$ cat src/router_stats_cfg.svh
////////////////////
// Router statistics block configuration
// Widths, port count, identity and register indices
////////////////////

`ifndef ROUTER_STATS_CFG_SVH
`define ROUTER_STATS_CFG_SVH

// Sizes
`define ROUTER_STATS_NUM_PORTS      8
`define ROUTER_STATS_CNT_WIDTH      32
`define ROUTER_STATS_DATA_WIDTH     32
`define ROUTER_STATS_ADDR_WIDTH     7

// Identity word contents
`define ROUTER_STATS_MODULE_ID      16'd10
`define ROUTER_STATS_MODULE_VERSION 16'h0100

// Control region word indices
`define REG_VERSION_ID              7'd0
`define REG_ING_PORT_ENABLE_CON     7'd1
`define REG_EGR_PORT_ENABLE_CON     7'd2
`define REG_ING_PORT_ENABLE_STAT    7'd3
`define REG_EGR_PORT_ENABLE_STAT    7'd4
`define REG_ING_COUNTER_CON         7'd5
`define REG_EGR_COUNTER_CON         7'd6

// Address regions
`define REGION_CTRL                 2'd0
`define REGION_ING                  2'd1
`define REGION_EGR                  2'd2

`endif

$ cat src/router_stats_pkg.sv
////////////////////
// Router statistics types
// Bus structs, address union and counter records
////////////////////

`include "router_stats_cfg.svh"

package router_stats_pkg;

    // One bit per physical port
    typedef logic [`ROUTER_STATS_NUM_PORTS-1:0] port_mask_t;

    // Counter slot within a port
    typedef enum logic [1:0] {
        SLOT_PKT  = 2'd0,
        SLOT_BYTE = 2'd1,
        SLOT_ERR  = 2'd2,
        SLOT_DROP = 2'd3
    } cnt_slot_e;

    // Counter view of a word address
    typedef struct packed {
        logic [1:0] region;
        logic [2:0] port;
        cnt_slot_e  slot;
    } cnt_addr_t;

    // Same word seen flat or split into region, port and slot
    typedef union packed {
        logic [`ROUTER_STATS_ADDR_WIDTH-1:0] raw;
        cnt_addr_t                           cnt;
    } stats_addr_u;

    typedef struct packed {
        logic                                wr_en;
        logic                                rd_en;
        stats_addr_u                         addr;
        logic [`ROUTER_STATS_DATA_WIDTH-1:0] wdata;
    } csr_req_t;

    typedef struct packed {
        logic                                rd_valid;
        logic                                rd_error;
        logic [`ROUTER_STATS_DATA_WIDTH-1:0] rd_data;
    } csr_rsp_t;

    // Live counters from the datapath
    typedef struct packed {
        logic [`ROUTER_STATS_CNT_WIDTH-1:0] pkt_cnt;
        logic [`ROUTER_STATS_CNT_WIDTH-1:0] byte_cnt;
        logic [`ROUTER_STATS_CNT_WIDTH-1:0] err_cnt;
    } live_cnts_t;

    typedef struct packed {
        logic [`ROUTER_STATS_CNT_WIDTH-1:0] pkt;
        logic [`ROUTER_STATS_CNT_WIDTH-1:0] bytes;
        logic [`ROUTER_STATS_CNT_WIDTH-1:0] err;
        logic [`ROUTER_STATS_CNT_WIDTH-1:0] drop;
    } snapshot_t;

endpackage

$ cat src/port_stats_bank.sv
////////////////////
// Port statistics bank
// Drop counting and per-port snapshots for one direction
////////////////////

`timescale 1ns/1ps

`include "router_stats_cfg.svh"

module port_stats_bank (
    input  logic                                clk_ifc,
    input  logic                                peripheral_sresetn_core,
    input  router_stats_pkg::port_mask_t        sample_req,
    input  router_stats_pkg::port_mask_t        buf_full_drop,
    input  router_stats_pkg::live_cnts_t        live_cnts [`ROUTER_STATS_NUM_PORTS],
    input  logic [2:0]                          rd_port,
    input  router_stats_pkg::cnt_slot_e         rd_slot,
    output logic [`ROUTER_STATS_DATA_WIDTH-1:0] rd_word
);

    ////////////////////
    // Edge detection
    ////////////////////

    router_stats_pkg::port_mask_t sample_q;
    router_stats_pkg::port_mask_t sample_qq;
    router_stats_pkg::port_mask_t drop_q;
    router_stats_pkg::port_mask_t drop_qq;
    router_stats_pkg::port_mask_t sample_rise;
    router_stats_pkg::port_mask_t drop_rise;

    // Snapshot storage and running drop counts
    router_stats_pkg::snapshot_t        snap [`ROUTER_STATS_NUM_PORTS];
    logic [`ROUTER_STATS_CNT_WIDTH-1:0] drop_cnt [`ROUTER_STATS_NUM_PORTS];

    assign sample_rise = sample_q & ~sample_qq;
    assign drop_rise   = drop_q & ~drop_qq;

    always_ff @(posedge clk_ifc) begin
        if (!peripheral_sresetn_core) begin
            sample_q  <= '0;
            sample_qq <= '0;
            drop_q    <= '0;
            drop_qq   <= '0;
        end else begin
            sample_q  <= sample_req;
            sample_qq <= sample_q;
            drop_q    <= buf_full_drop;
            drop_qq   <= drop_q;
        end
    end

    ////////////////////
    // Drop counters and snapshots
    ////////////////////

    always_ff @(posedge clk_ifc) begin
        if (!peripheral_sresetn_core) begin
            for (int p = 0; p < `ROUTER_STATS_NUM_PORTS; p++) begin
                snap[p]     <= '0;
                drop_cnt[p] <= '0;
            end
        end else begin
            for (int p = 0; p < `ROUTER_STATS_NUM_PORTS; p++) begin
                if (sample_rise[p]) begin
                    snap[p].pkt   <= live_cnts[p].pkt_cnt;
                    snap[p].bytes <= live_cnts[p].byte_cnt;
                    snap[p].err   <= live_cnts[p].err_cnt;
                    // Count before this cycle's edge goes into the snapshot
                    snap[p].drop  <= drop_cnt[p];
                    drop_cnt[p]   <= {{(`ROUTER_STATS_CNT_WIDTH-1){1'b0}}, drop_rise[p]};
                end else if (drop_rise[p]) begin
                    drop_cnt[p] <= drop_cnt[p] + 1'b1;
                end
            end
        end
    end

    ////////////////////
    // Read port
    ////////////////////

    always_comb begin
        case (rd_slot)
            router_stats_pkg::SLOT_PKT:  rd_word = snap[rd_port].pkt;
            router_stats_pkg::SLOT_BYTE: rd_word = snap[rd_port].bytes;
            router_stats_pkg::SLOT_ERR:  rd_word = snap[rd_port].err;
            router_stats_pkg::SLOT_DROP: rd_word = snap[rd_port].drop;
            default:                     rd_word = '0;
        endcase
    end

    // Slot index from the register file must always be a known value
    a_rd_slot_known: assert property (
        @(posedge clk_ifc) disable iff (!peripheral_sresetn_core)
        !$isunknown(rd_slot)
    ) else $error("port_stats_bank: rd_slot is not a defined slot");

endmodule

$ cat src/router_stats_top.sv
////////////////////
// Router statistics block
////////////////////

`timescale 1ns/1ps

`include "router_stats_cfg.svh"

module router_stats_top (
    input  logic                         clk_ifc,
    input  logic                         peripheral_sresetn_core,
    input  router_stats_pkg::csr_req_t   csr_req,
    input  router_stats_pkg::live_cnts_t ing_live_cnts [`ROUTER_STATS_NUM_PORTS],
    input  router_stats_pkg::live_cnts_t egr_live_cnts [`ROUTER_STATS_NUM_PORTS],
    input  router_stats_pkg::port_mask_t ing_buf_full_drop,
    input  router_stats_pkg::port_mask_t egr_buf_full_drop,
    output router_stats_pkg::csr_rsp_t   csr_rsp,
    output router_stats_pkg::port_mask_t ing_phys_ports_enable,
    output router_stats_pkg::port_mask_t egr_phys_ports_enable
);

    router_stats_pkg::port_mask_t        ing_sample_req;
    router_stats_pkg::port_mask_t        egr_sample_req;
    logic [`ROUTER_STATS_DATA_WIDTH-1:0] ing_rd_word;
    logic [`ROUTER_STATS_DATA_WIDTH-1:0] egr_rd_word;
    logic [2:0]                          rd_port;
    router_stats_pkg::cnt_slot_e         rd_slot;

    stats_csr_file i_csr (
        .clk_ifc                 (clk_ifc),
        .peripheral_sresetn_core (peripheral_sresetn_core),
        .csr_req                 (csr_req),
        .ing_rd_word             (ing_rd_word),
        .egr_rd_word             (egr_rd_word),
        .csr_rsp                 (csr_rsp),
        .ing_sample_req          (ing_sample_req),
        .egr_sample_req          (egr_sample_req),
        .ing_phys_ports_enable   (ing_phys_ports_enable),
        .egr_phys_ports_enable   (egr_phys_ports_enable),
        .rd_port                 (rd_port),
        .rd_slot                 (rd_slot)
    );

    // Both banks share the read index, the register file picks the region
    port_stats_bank i_ing_bank (
        .clk_ifc                 (clk_ifc),
        .peripheral_sresetn_core (peripheral_sresetn_core),
        .sample_req              (ing_sample_req),
        .buf_full_drop           (ing_buf_full_drop),
        .live_cnts               (ing_live_cnts),
        .rd_port                 (rd_port),
        .rd_slot                 (rd_slot),
        .rd_word                 (ing_rd_word)
    );

    port_stats_bank i_egr_bank (
        .clk_ifc                 (clk_ifc),
        .peripheral_sresetn_core (peripheral_sresetn_core),
        .sample_req              (egr_sample_req),
        .buf_full_drop           (egr_buf_full_drop),
        .live_cnts               (egr_live_cnts),
        .rd_port                 (rd_port),
        .rd_slot                 (rd_slot),
        .rd_word                 (egr_rd_word)
    );

endmodule

$ cat src/stats_csr_file.sv
////////////////////
// Statistics register file
// Control registers, address decode and read response
////////////////////

`timescale 1ns/1ps

`include "router_stats_cfg.svh"

module stats_csr_file (
    input  logic                                clk_ifc,
    input  logic                                peripheral_sresetn_core,
    input  router_stats_pkg::csr_req_t          csr_req,
    input  logic [`ROUTER_STATS_DATA_WIDTH-1:0] ing_rd_word,
    input  logic [`ROUTER_STATS_DATA_WIDTH-1:0] egr_rd_word,
    output router_stats_pkg::csr_rsp_t          csr_rsp,
    output router_stats_pkg::port_mask_t        ing_sample_req,
    output router_stats_pkg::port_mask_t        egr_sample_req,
    output router_stats_pkg::port_mask_t        ing_phys_ports_enable,
    output router_stats_pkg::port_mask_t        egr_phys_ports_enable,
    output logic [2:0]                          rd_port,
    output router_stats_pkg::cnt_slot_e         rd_slot
);

    localparam logic [`ROUTER_STATS_DATA_WIDTH-1:0] VERSION_ID_WORD =
        {`ROUTER_STATS_MODULE_VERSION, `ROUTER_STATS_MODULE_ID};

    // Port masks sit in the low bits of a bus word
    function automatic logic [`ROUTER_STATS_DATA_WIDTH-1:0] mask_word(
        input router_stats_pkg::port_mask_t mask
    );
        return {{(`ROUTER_STATS_DATA_WIDTH-`ROUTER_STATS_NUM_PORTS){1'b0}}, mask};
    endfunction

    ////////////////////
    // Control registers
    ////////////////////

    router_stats_pkg::port_mask_t ing_en_con;
    router_stats_pkg::port_mask_t egr_en_con;
    router_stats_pkg::port_mask_t ing_en_stat;
    router_stats_pkg::port_mask_t egr_en_stat;
    router_stats_pkg::port_mask_t ing_cnt_con;
    router_stats_pkg::port_mask_t egr_cnt_con;

    always_ff @(posedge clk_ifc) begin
        if (!peripheral_sresetn_core) begin
            ing_en_con  <= '1;
            egr_en_con  <= '1;
            ing_en_stat <= '1;
            egr_en_stat <= '1;
            ing_cnt_con <= '0;
            egr_cnt_con <= '0;
        end else begin
            ing_en_stat <= ing_en_con;
            egr_en_stat <= egr_en_con;
            // Raw index only matches in the control region
            if (csr_req.wr_en) begin
                case (csr_req.addr.raw)
                    `REG_ING_PORT_ENABLE_CON:
                        ing_en_con <= csr_req.wdata[`ROUTER_STATS_NUM_PORTS-1:0];
                    `REG_EGR_PORT_ENABLE_CON:
                        egr_en_con <= csr_req.wdata[`ROUTER_STATS_NUM_PORTS-1:0];
                    `REG_ING_COUNTER_CON:
                        ing_cnt_con <= csr_req.wdata[`ROUTER_STATS_NUM_PORTS-1:0];
                    `REG_EGR_COUNTER_CON:
                        egr_cnt_con <= csr_req.wdata[`ROUTER_STATS_NUM_PORTS-1:0];
                    default: ;
                endcase
            end
        end
    end

    assign ing_phys_ports_enable = ing_en_con;
    assign egr_phys_ports_enable = egr_en_con;
    assign ing_sample_req        = ing_cnt_con;
    assign egr_sample_req        = egr_cnt_con;

    ////////////////////
    // Read path
    ////////////////////

    logic                                rd_pend;
    router_stats_pkg::stats_addr_u       rd_addr_q;
    logic [`ROUTER_STATS_DATA_WIDTH-1:0] rd_data_nxt;
    logic                                rd_error_nxt;
    logic                                rd_valid_q;
    logic                                rd_error_q;
    logic [`ROUTER_STATS_DATA_WIDTH-1:0] rd_data_q;

    // First stage holds the request
    always_ff @(posedge clk_ifc) begin
        if (!peripheral_sresetn_core) begin
            rd_pend   <= 1'b0;
            rd_addr_q <= '0;
        end else begin
            rd_pend <= csr_req.rd_en;
            if (csr_req.rd_en) begin
                rd_addr_q <= csr_req.addr;
            end
        end
    end

    // Banks index with the counter view of the held address
    assign rd_port = rd_addr_q.cnt.port;
    assign rd_slot = rd_addr_q.cnt.slot;

    always_comb begin
        rd_data_nxt  = '0;
        rd_error_nxt = 1'b0;
        case (rd_addr_q.cnt.region)
            `REGION_CTRL: begin
                case (rd_addr_q.raw)
                    `REG_VERSION_ID:           rd_data_nxt = VERSION_ID_WORD;
                    `REG_ING_PORT_ENABLE_CON:  rd_data_nxt = mask_word(ing_en_con);
                    `REG_EGR_PORT_ENABLE_CON:  rd_data_nxt = mask_word(egr_en_con);
                    `REG_ING_PORT_ENABLE_STAT: rd_data_nxt = mask_word(ing_en_stat);
                    `REG_EGR_PORT_ENABLE_STAT: rd_data_nxt = mask_word(egr_en_stat);
                    `REG_ING_COUNTER_CON:      rd_data_nxt = mask_word(ing_cnt_con);
                    `REG_EGR_COUNTER_CON:      rd_data_nxt = mask_word(egr_cnt_con);
                    default:                   rd_error_nxt = 1'b1;
                endcase
            end
            `REGION_ING: rd_data_nxt = ing_rd_word;
            `REGION_EGR: rd_data_nxt = egr_rd_word;
            default:     rd_error_nxt = 1'b1;
        endcase
    end

    // Second stage is the response
    always_ff @(posedge clk_ifc) begin
        if (!peripheral_sresetn_core) begin
            rd_valid_q <= 1'b0;
        end else begin
            rd_valid_q <= rd_pend;
        end
    end

    always_ff @(posedge clk_ifc) begin
        if (rd_pend) begin
            rd_data_q  <= rd_data_nxt;
            rd_error_q <= rd_error_nxt;
        end
    end

    always_comb begin
        csr_rsp.rd_valid = rd_valid_q;
        csr_rsp.rd_error = rd_error_q;
        csr_rsp.rd_data  = rd_data_q;
    end

    a_no_rd_wr_overlap: assert property (
        @(posedge clk_ifc) disable iff (!peripheral_sresetn_core)
        !(csr_req.wr_en && csr_req.rd_en)
    ) else $error("stats_csr_file: wr_en and rd_en high together");

    a_rd_valid_single: assert property (
        @(posedge clk_ifc) disable iff (!peripheral_sresetn_core)
        csr_rsp.rd_valid |=> !csr_rsp.rd_valid
    ) else $error("stats_csr_file: rd_valid high two cycles in a row");

endmodule
$ cat config.mk
export PLATFORM = sky130hd
export DESIGN_NAME = router_stats_top
export DESIGN_NICKNAME = d
export VERILOG_FILES = /design/src/router_stats_pkg.sv /design/src/port_stats_bank.sv /design/src/router_stats_top.sv /design/src/stats_csr_file.sv
export VERILOG_INCLUDE_DIRS = /design/src
export SDC_FILE = /design/constraint.sdc
export NUM_CORES = 2
export LEC_CHECK = 0
export BUFFER_PORTS_ARGS = -buffer_cell sky130_fd_sc_hd__buf_2
export CAP_MARGIN = 20
export CORE_AREA = 8 8 638 640
export DETAILED_ROUTE_END_ITERATION = 8
export DIE_AREA = 0 0 646 648
export HOLD_SLACK_MARGIN = 0.05
export MAX_ROUTING_LAYER = met4
export PLACE_DENSITY_LB_ADDON = 0.1
export SYNTH_ARGS = -nofsm -noshare
export SYNTH_HDL_FRONTEND = slang
export SYNTH_SLANG_ARGS = --single-unit
$ cat constraint.sdc
create_clock -name clk_ifc -period 6.1 [get_ports clk_ifc]
set_input_delay 1.22 -clock clk_ifc [delete_from_list [all_inputs] [get_ports clk_ifc]]
set_output_delay 1.22 -clock clk_ifc [all_outputs]
set_load 0.01 [all_outputs]
==> metrics.yaml <==
area_growth_pct: 21.25
hold_class: "flop to flop"
grt_start_max_net_pins: 183
cts_resized: 0
cp-start-kind: "flop"
total_power_mw: 45.78
layout_common_cells: "edfxtp_1 (2,593), and2_1 (2,061), buf_2 (1,619)"
antenna_left: 0
postLayoutSetupSlackWorst_ns: 1.671
grt-ovfl-total: 0
fmax_mhz: 225.8
crit_type: "flop to flop"
min_period_over_period: 0.7261
synthArstFlopShare: 0
tightest_slew_ns: 1.354
final_layout_size_suffix_gt1_frac: 0.2639
cp_max_fo: 17
dp.cells: 15508
period_needed_ns: 4.429
syn_nets: 10560
required_ns: 6.73
nets: 12191
vias: 89709
path_buf_inv: 5
cts_tree: "yes"
ys_seq_area_frac: 0.6436
maxSlewHeadroom: 0.09726
die_w_um: 646
rsz0062_at_grt: "no"
synth.distinct_cells: 73
first_global_vias: 85880
syn_inst: 8945
clk_pin_slew_ns: 0.06
ctsHoldBuffers: 0
critPathTopFamily: "buffers and inverters"
numCtsBuffers: 328
tns_ns: 0
finalSetupViolations: 0
synthTopCellsByArea: "edfxtp_1 (62%), and2_1 (10%), mux4_2 (8.0%), dfxtp_1 (2.0%), mux2i_1 (1.9%)"
skew_ns: 0.05150
slew_violations: 0
fp-row-count: 232
start_util: 0.3144
critPathSlowestCell: "a221oi_1"
synth_area_per_cell_sq_um: 13.96
synth-edff-count: 2593
place_congestion: 0.9445
dpl.hpwl_mm: 485.1
end_kind: "flop"
grt_usage: 0.3007
fin_util: 0.3812
synth_seq_cells: 2717
synth_top_area_cell: "edfxtp_1"
routed_wirelength_mm: 639.1
status: "complete, no violations"
clock_path_buffers: 4
ios: 1645
postCtsSetupBuffers: 0
drc: 0
grt_antenna_before_repair: 587
cts_sinks: 2717
pre_cts_ws_ns: 1.670
netlist.area_leader.share: 0.6238
power_per_cell_area_mw_per_mm2: 302.4
viasPerCell: 5.459
final_common_cell: "edfxtp_1"
port_buffers: 1620
cpPeakStageDelay_ns: 1.05
dpl_cell_area_sq_mm: 0.1398
avgRoutedWirePerCell_um: 38.90
die_h_um: 648
cts.htree.levels: 5
synth_area_sq_mm: 0.1248
clkLatencyLatePin_ns: 0.94
holdWs_ns: 0.4373
crit_top_cell: "buf_4"
peakVddDrop_v: 0.0002096
finish.instance_area_sq_mm: 0.1514
grt_pass1_wl_mm: 824.2
cts_root_buf: "clkbuf_16"
final_hold_viol_count: 0
cap_violations: 0
firstDrtPassIters: 6
synth-main-ff-cell: "edfxtp_1"
coreArea_sq_mm: 0.3971
final_cells: 16432
drtIter0Drc: 10973
power_leakage_nw: 55.13
arrival_ns: 5.06
die-area_sq_mm: 0.4186
yosys_warnings: 0
path_cells: "buf_12 -> buf_12 -> buf_4 -> buf_4 -> mux4_2 -> nand2_1 -> nand2_1 -> a221oi_1 -> buf_4 -> a211oi_1"
[report_power, final]
| group | internal, mW | switching (mW) |
|---|---|---|
| clock network | 11.5 | 8.50 |
| logic | 1.34 | 2.51 |
| registers | 21.3 | 0.625 |
[worst reg2reg max path, stage by stage (launching register included)]
cell and delay [ns]:
dfxtp_4 0.75, buf_12 0.28, buf_12 0.23, buf_4 0.35, buf_4 0.32, mux4_2 0.53, nand2_1 0.13, nand2_1 0.14
a221oi_1 1.05, buf_4 0.31, a211oi_1 0.05
[final timing paths]
path	startpoint	to	slack [ns]	cells after the start
min	i_egr_bank.drop_q[3]$_SDFF_PN0_	i_egr_bank.drop_qq[3]$_SDFF_PN0_	0.44	1
min reg2reg	i_egr_bank.drop_q[3]$_SDFF_PN0_	i_egr_bank.drop_qq[3]$_SDFF_PN0_	0.44	1
max	flop	i_csr.rd_data_q[17]$_DFFE_PP_	1.67	10
max reg2reg	flop	i_csr.rd_data_q[17]$_DFFE_PP_	1.67	10
[cell usage after synthesis (6+ instances only)]
master / instances
nor4b_1: 6
nand2b_1: 46
or3_1: 81
a211oi_1: 29
nor3_1: 132
clkbuf_1: 397
a22oi_1: 66
xor2_1: 152
and3_1: 81
edfxtp_1: 2593
nand2_1: 420
a21oi_1: 142
a31oi_1: 16
o31ai_1: 28
a22o_1: 25
o211ai_1: 12
a221oi_1: 27
buf_1: 38
or4_1: 24
and4_1: 57
nor2b_1: 40
and2_1: 2061
buf_4: 14
mux4_2: 442
a2111oi_0: 7
a31o_2: 6
a32oi_1: 10
inv_1: 107
ha_1: 20
o21ai_0: 108
or2_2: 21
nor3b_1: 9
nor2_1: 533
dfxtp_1: 124
a311oi_1: 9
nand4_1: 107
mux2_2: 34
o22ai_1: 30
nor4_1: 83
nand3_1: 195
mux2i_1: 232
xnor2_1: 223
buf_2: 85
[registers in the layout, summed over array words and instances (netlist names), 7 cells and up, named ones only]
register and flops:
i_egr_bank.snap 1024, i_ing_bank.snap 1024, i_egr_bank.drop_cnt 256, i_ing_bank.drop_cnt 256
i_csr.rd_data_q 32, i_csr.egr_en_stat 8, i_csr.egr_phys_ports_enable 8, i_csr.egr_sample_req 8
i_csr.ing_en_stat 8, i_csr.ing_phys_ports_enable 8, i_csr.ing_sample_req 8, i_egr_bank.drop_q 8
i_egr_bank.drop_qq 8, i_egr_bank.sample_q 8, i_egr_bank.sample_qq 8, i_ing_bank.drop_q 8
i_ing_bank.drop_qq 8, i_ing_bank.sample_q 8, i_ing_bank.sample_qq 8, i_csr.rd_addr_q 7
[cells by family (layout without fill, tap and decap cells)]
family                     Yosys count  after routing  share of synthesized area
muxes                              708            708                     0.1014
AOI/OAI and AO/OA                  570            570                    0.03028
DFF                               2717           2717                     0.6436
buffers and inverters              647           2541                    0.02091
and+or+nand+nor                   3908           3908                     0.1754
other                                0            328                          0
adders and majority gates           20             20                   0.002005
xor gates and xnor gates           375            375                    0.02631
[routing by layer]
layer / share of wire / GRT usage
met4: 0.043 / 0.1108
met3: 0.075 / 0.05548
met1: 0.40 / 0.3748
met2: 0.49 / 0.4899
met5: 0 / -
[final cells by class]
type | instances | area, sq um
fill | 38298 | 245700
clock buffer | 425 | 8874
antenna | 328 | 820.8
multi-input combinational | 5581 | 42130
tap | 5265 | 6588
timing repair buffer | 1838 | 10370
clock inverter | 168 | 1764
sequential | 2717 | 80370
inverter | 110 | 446.7
Power figures use the tool's default switching activity.
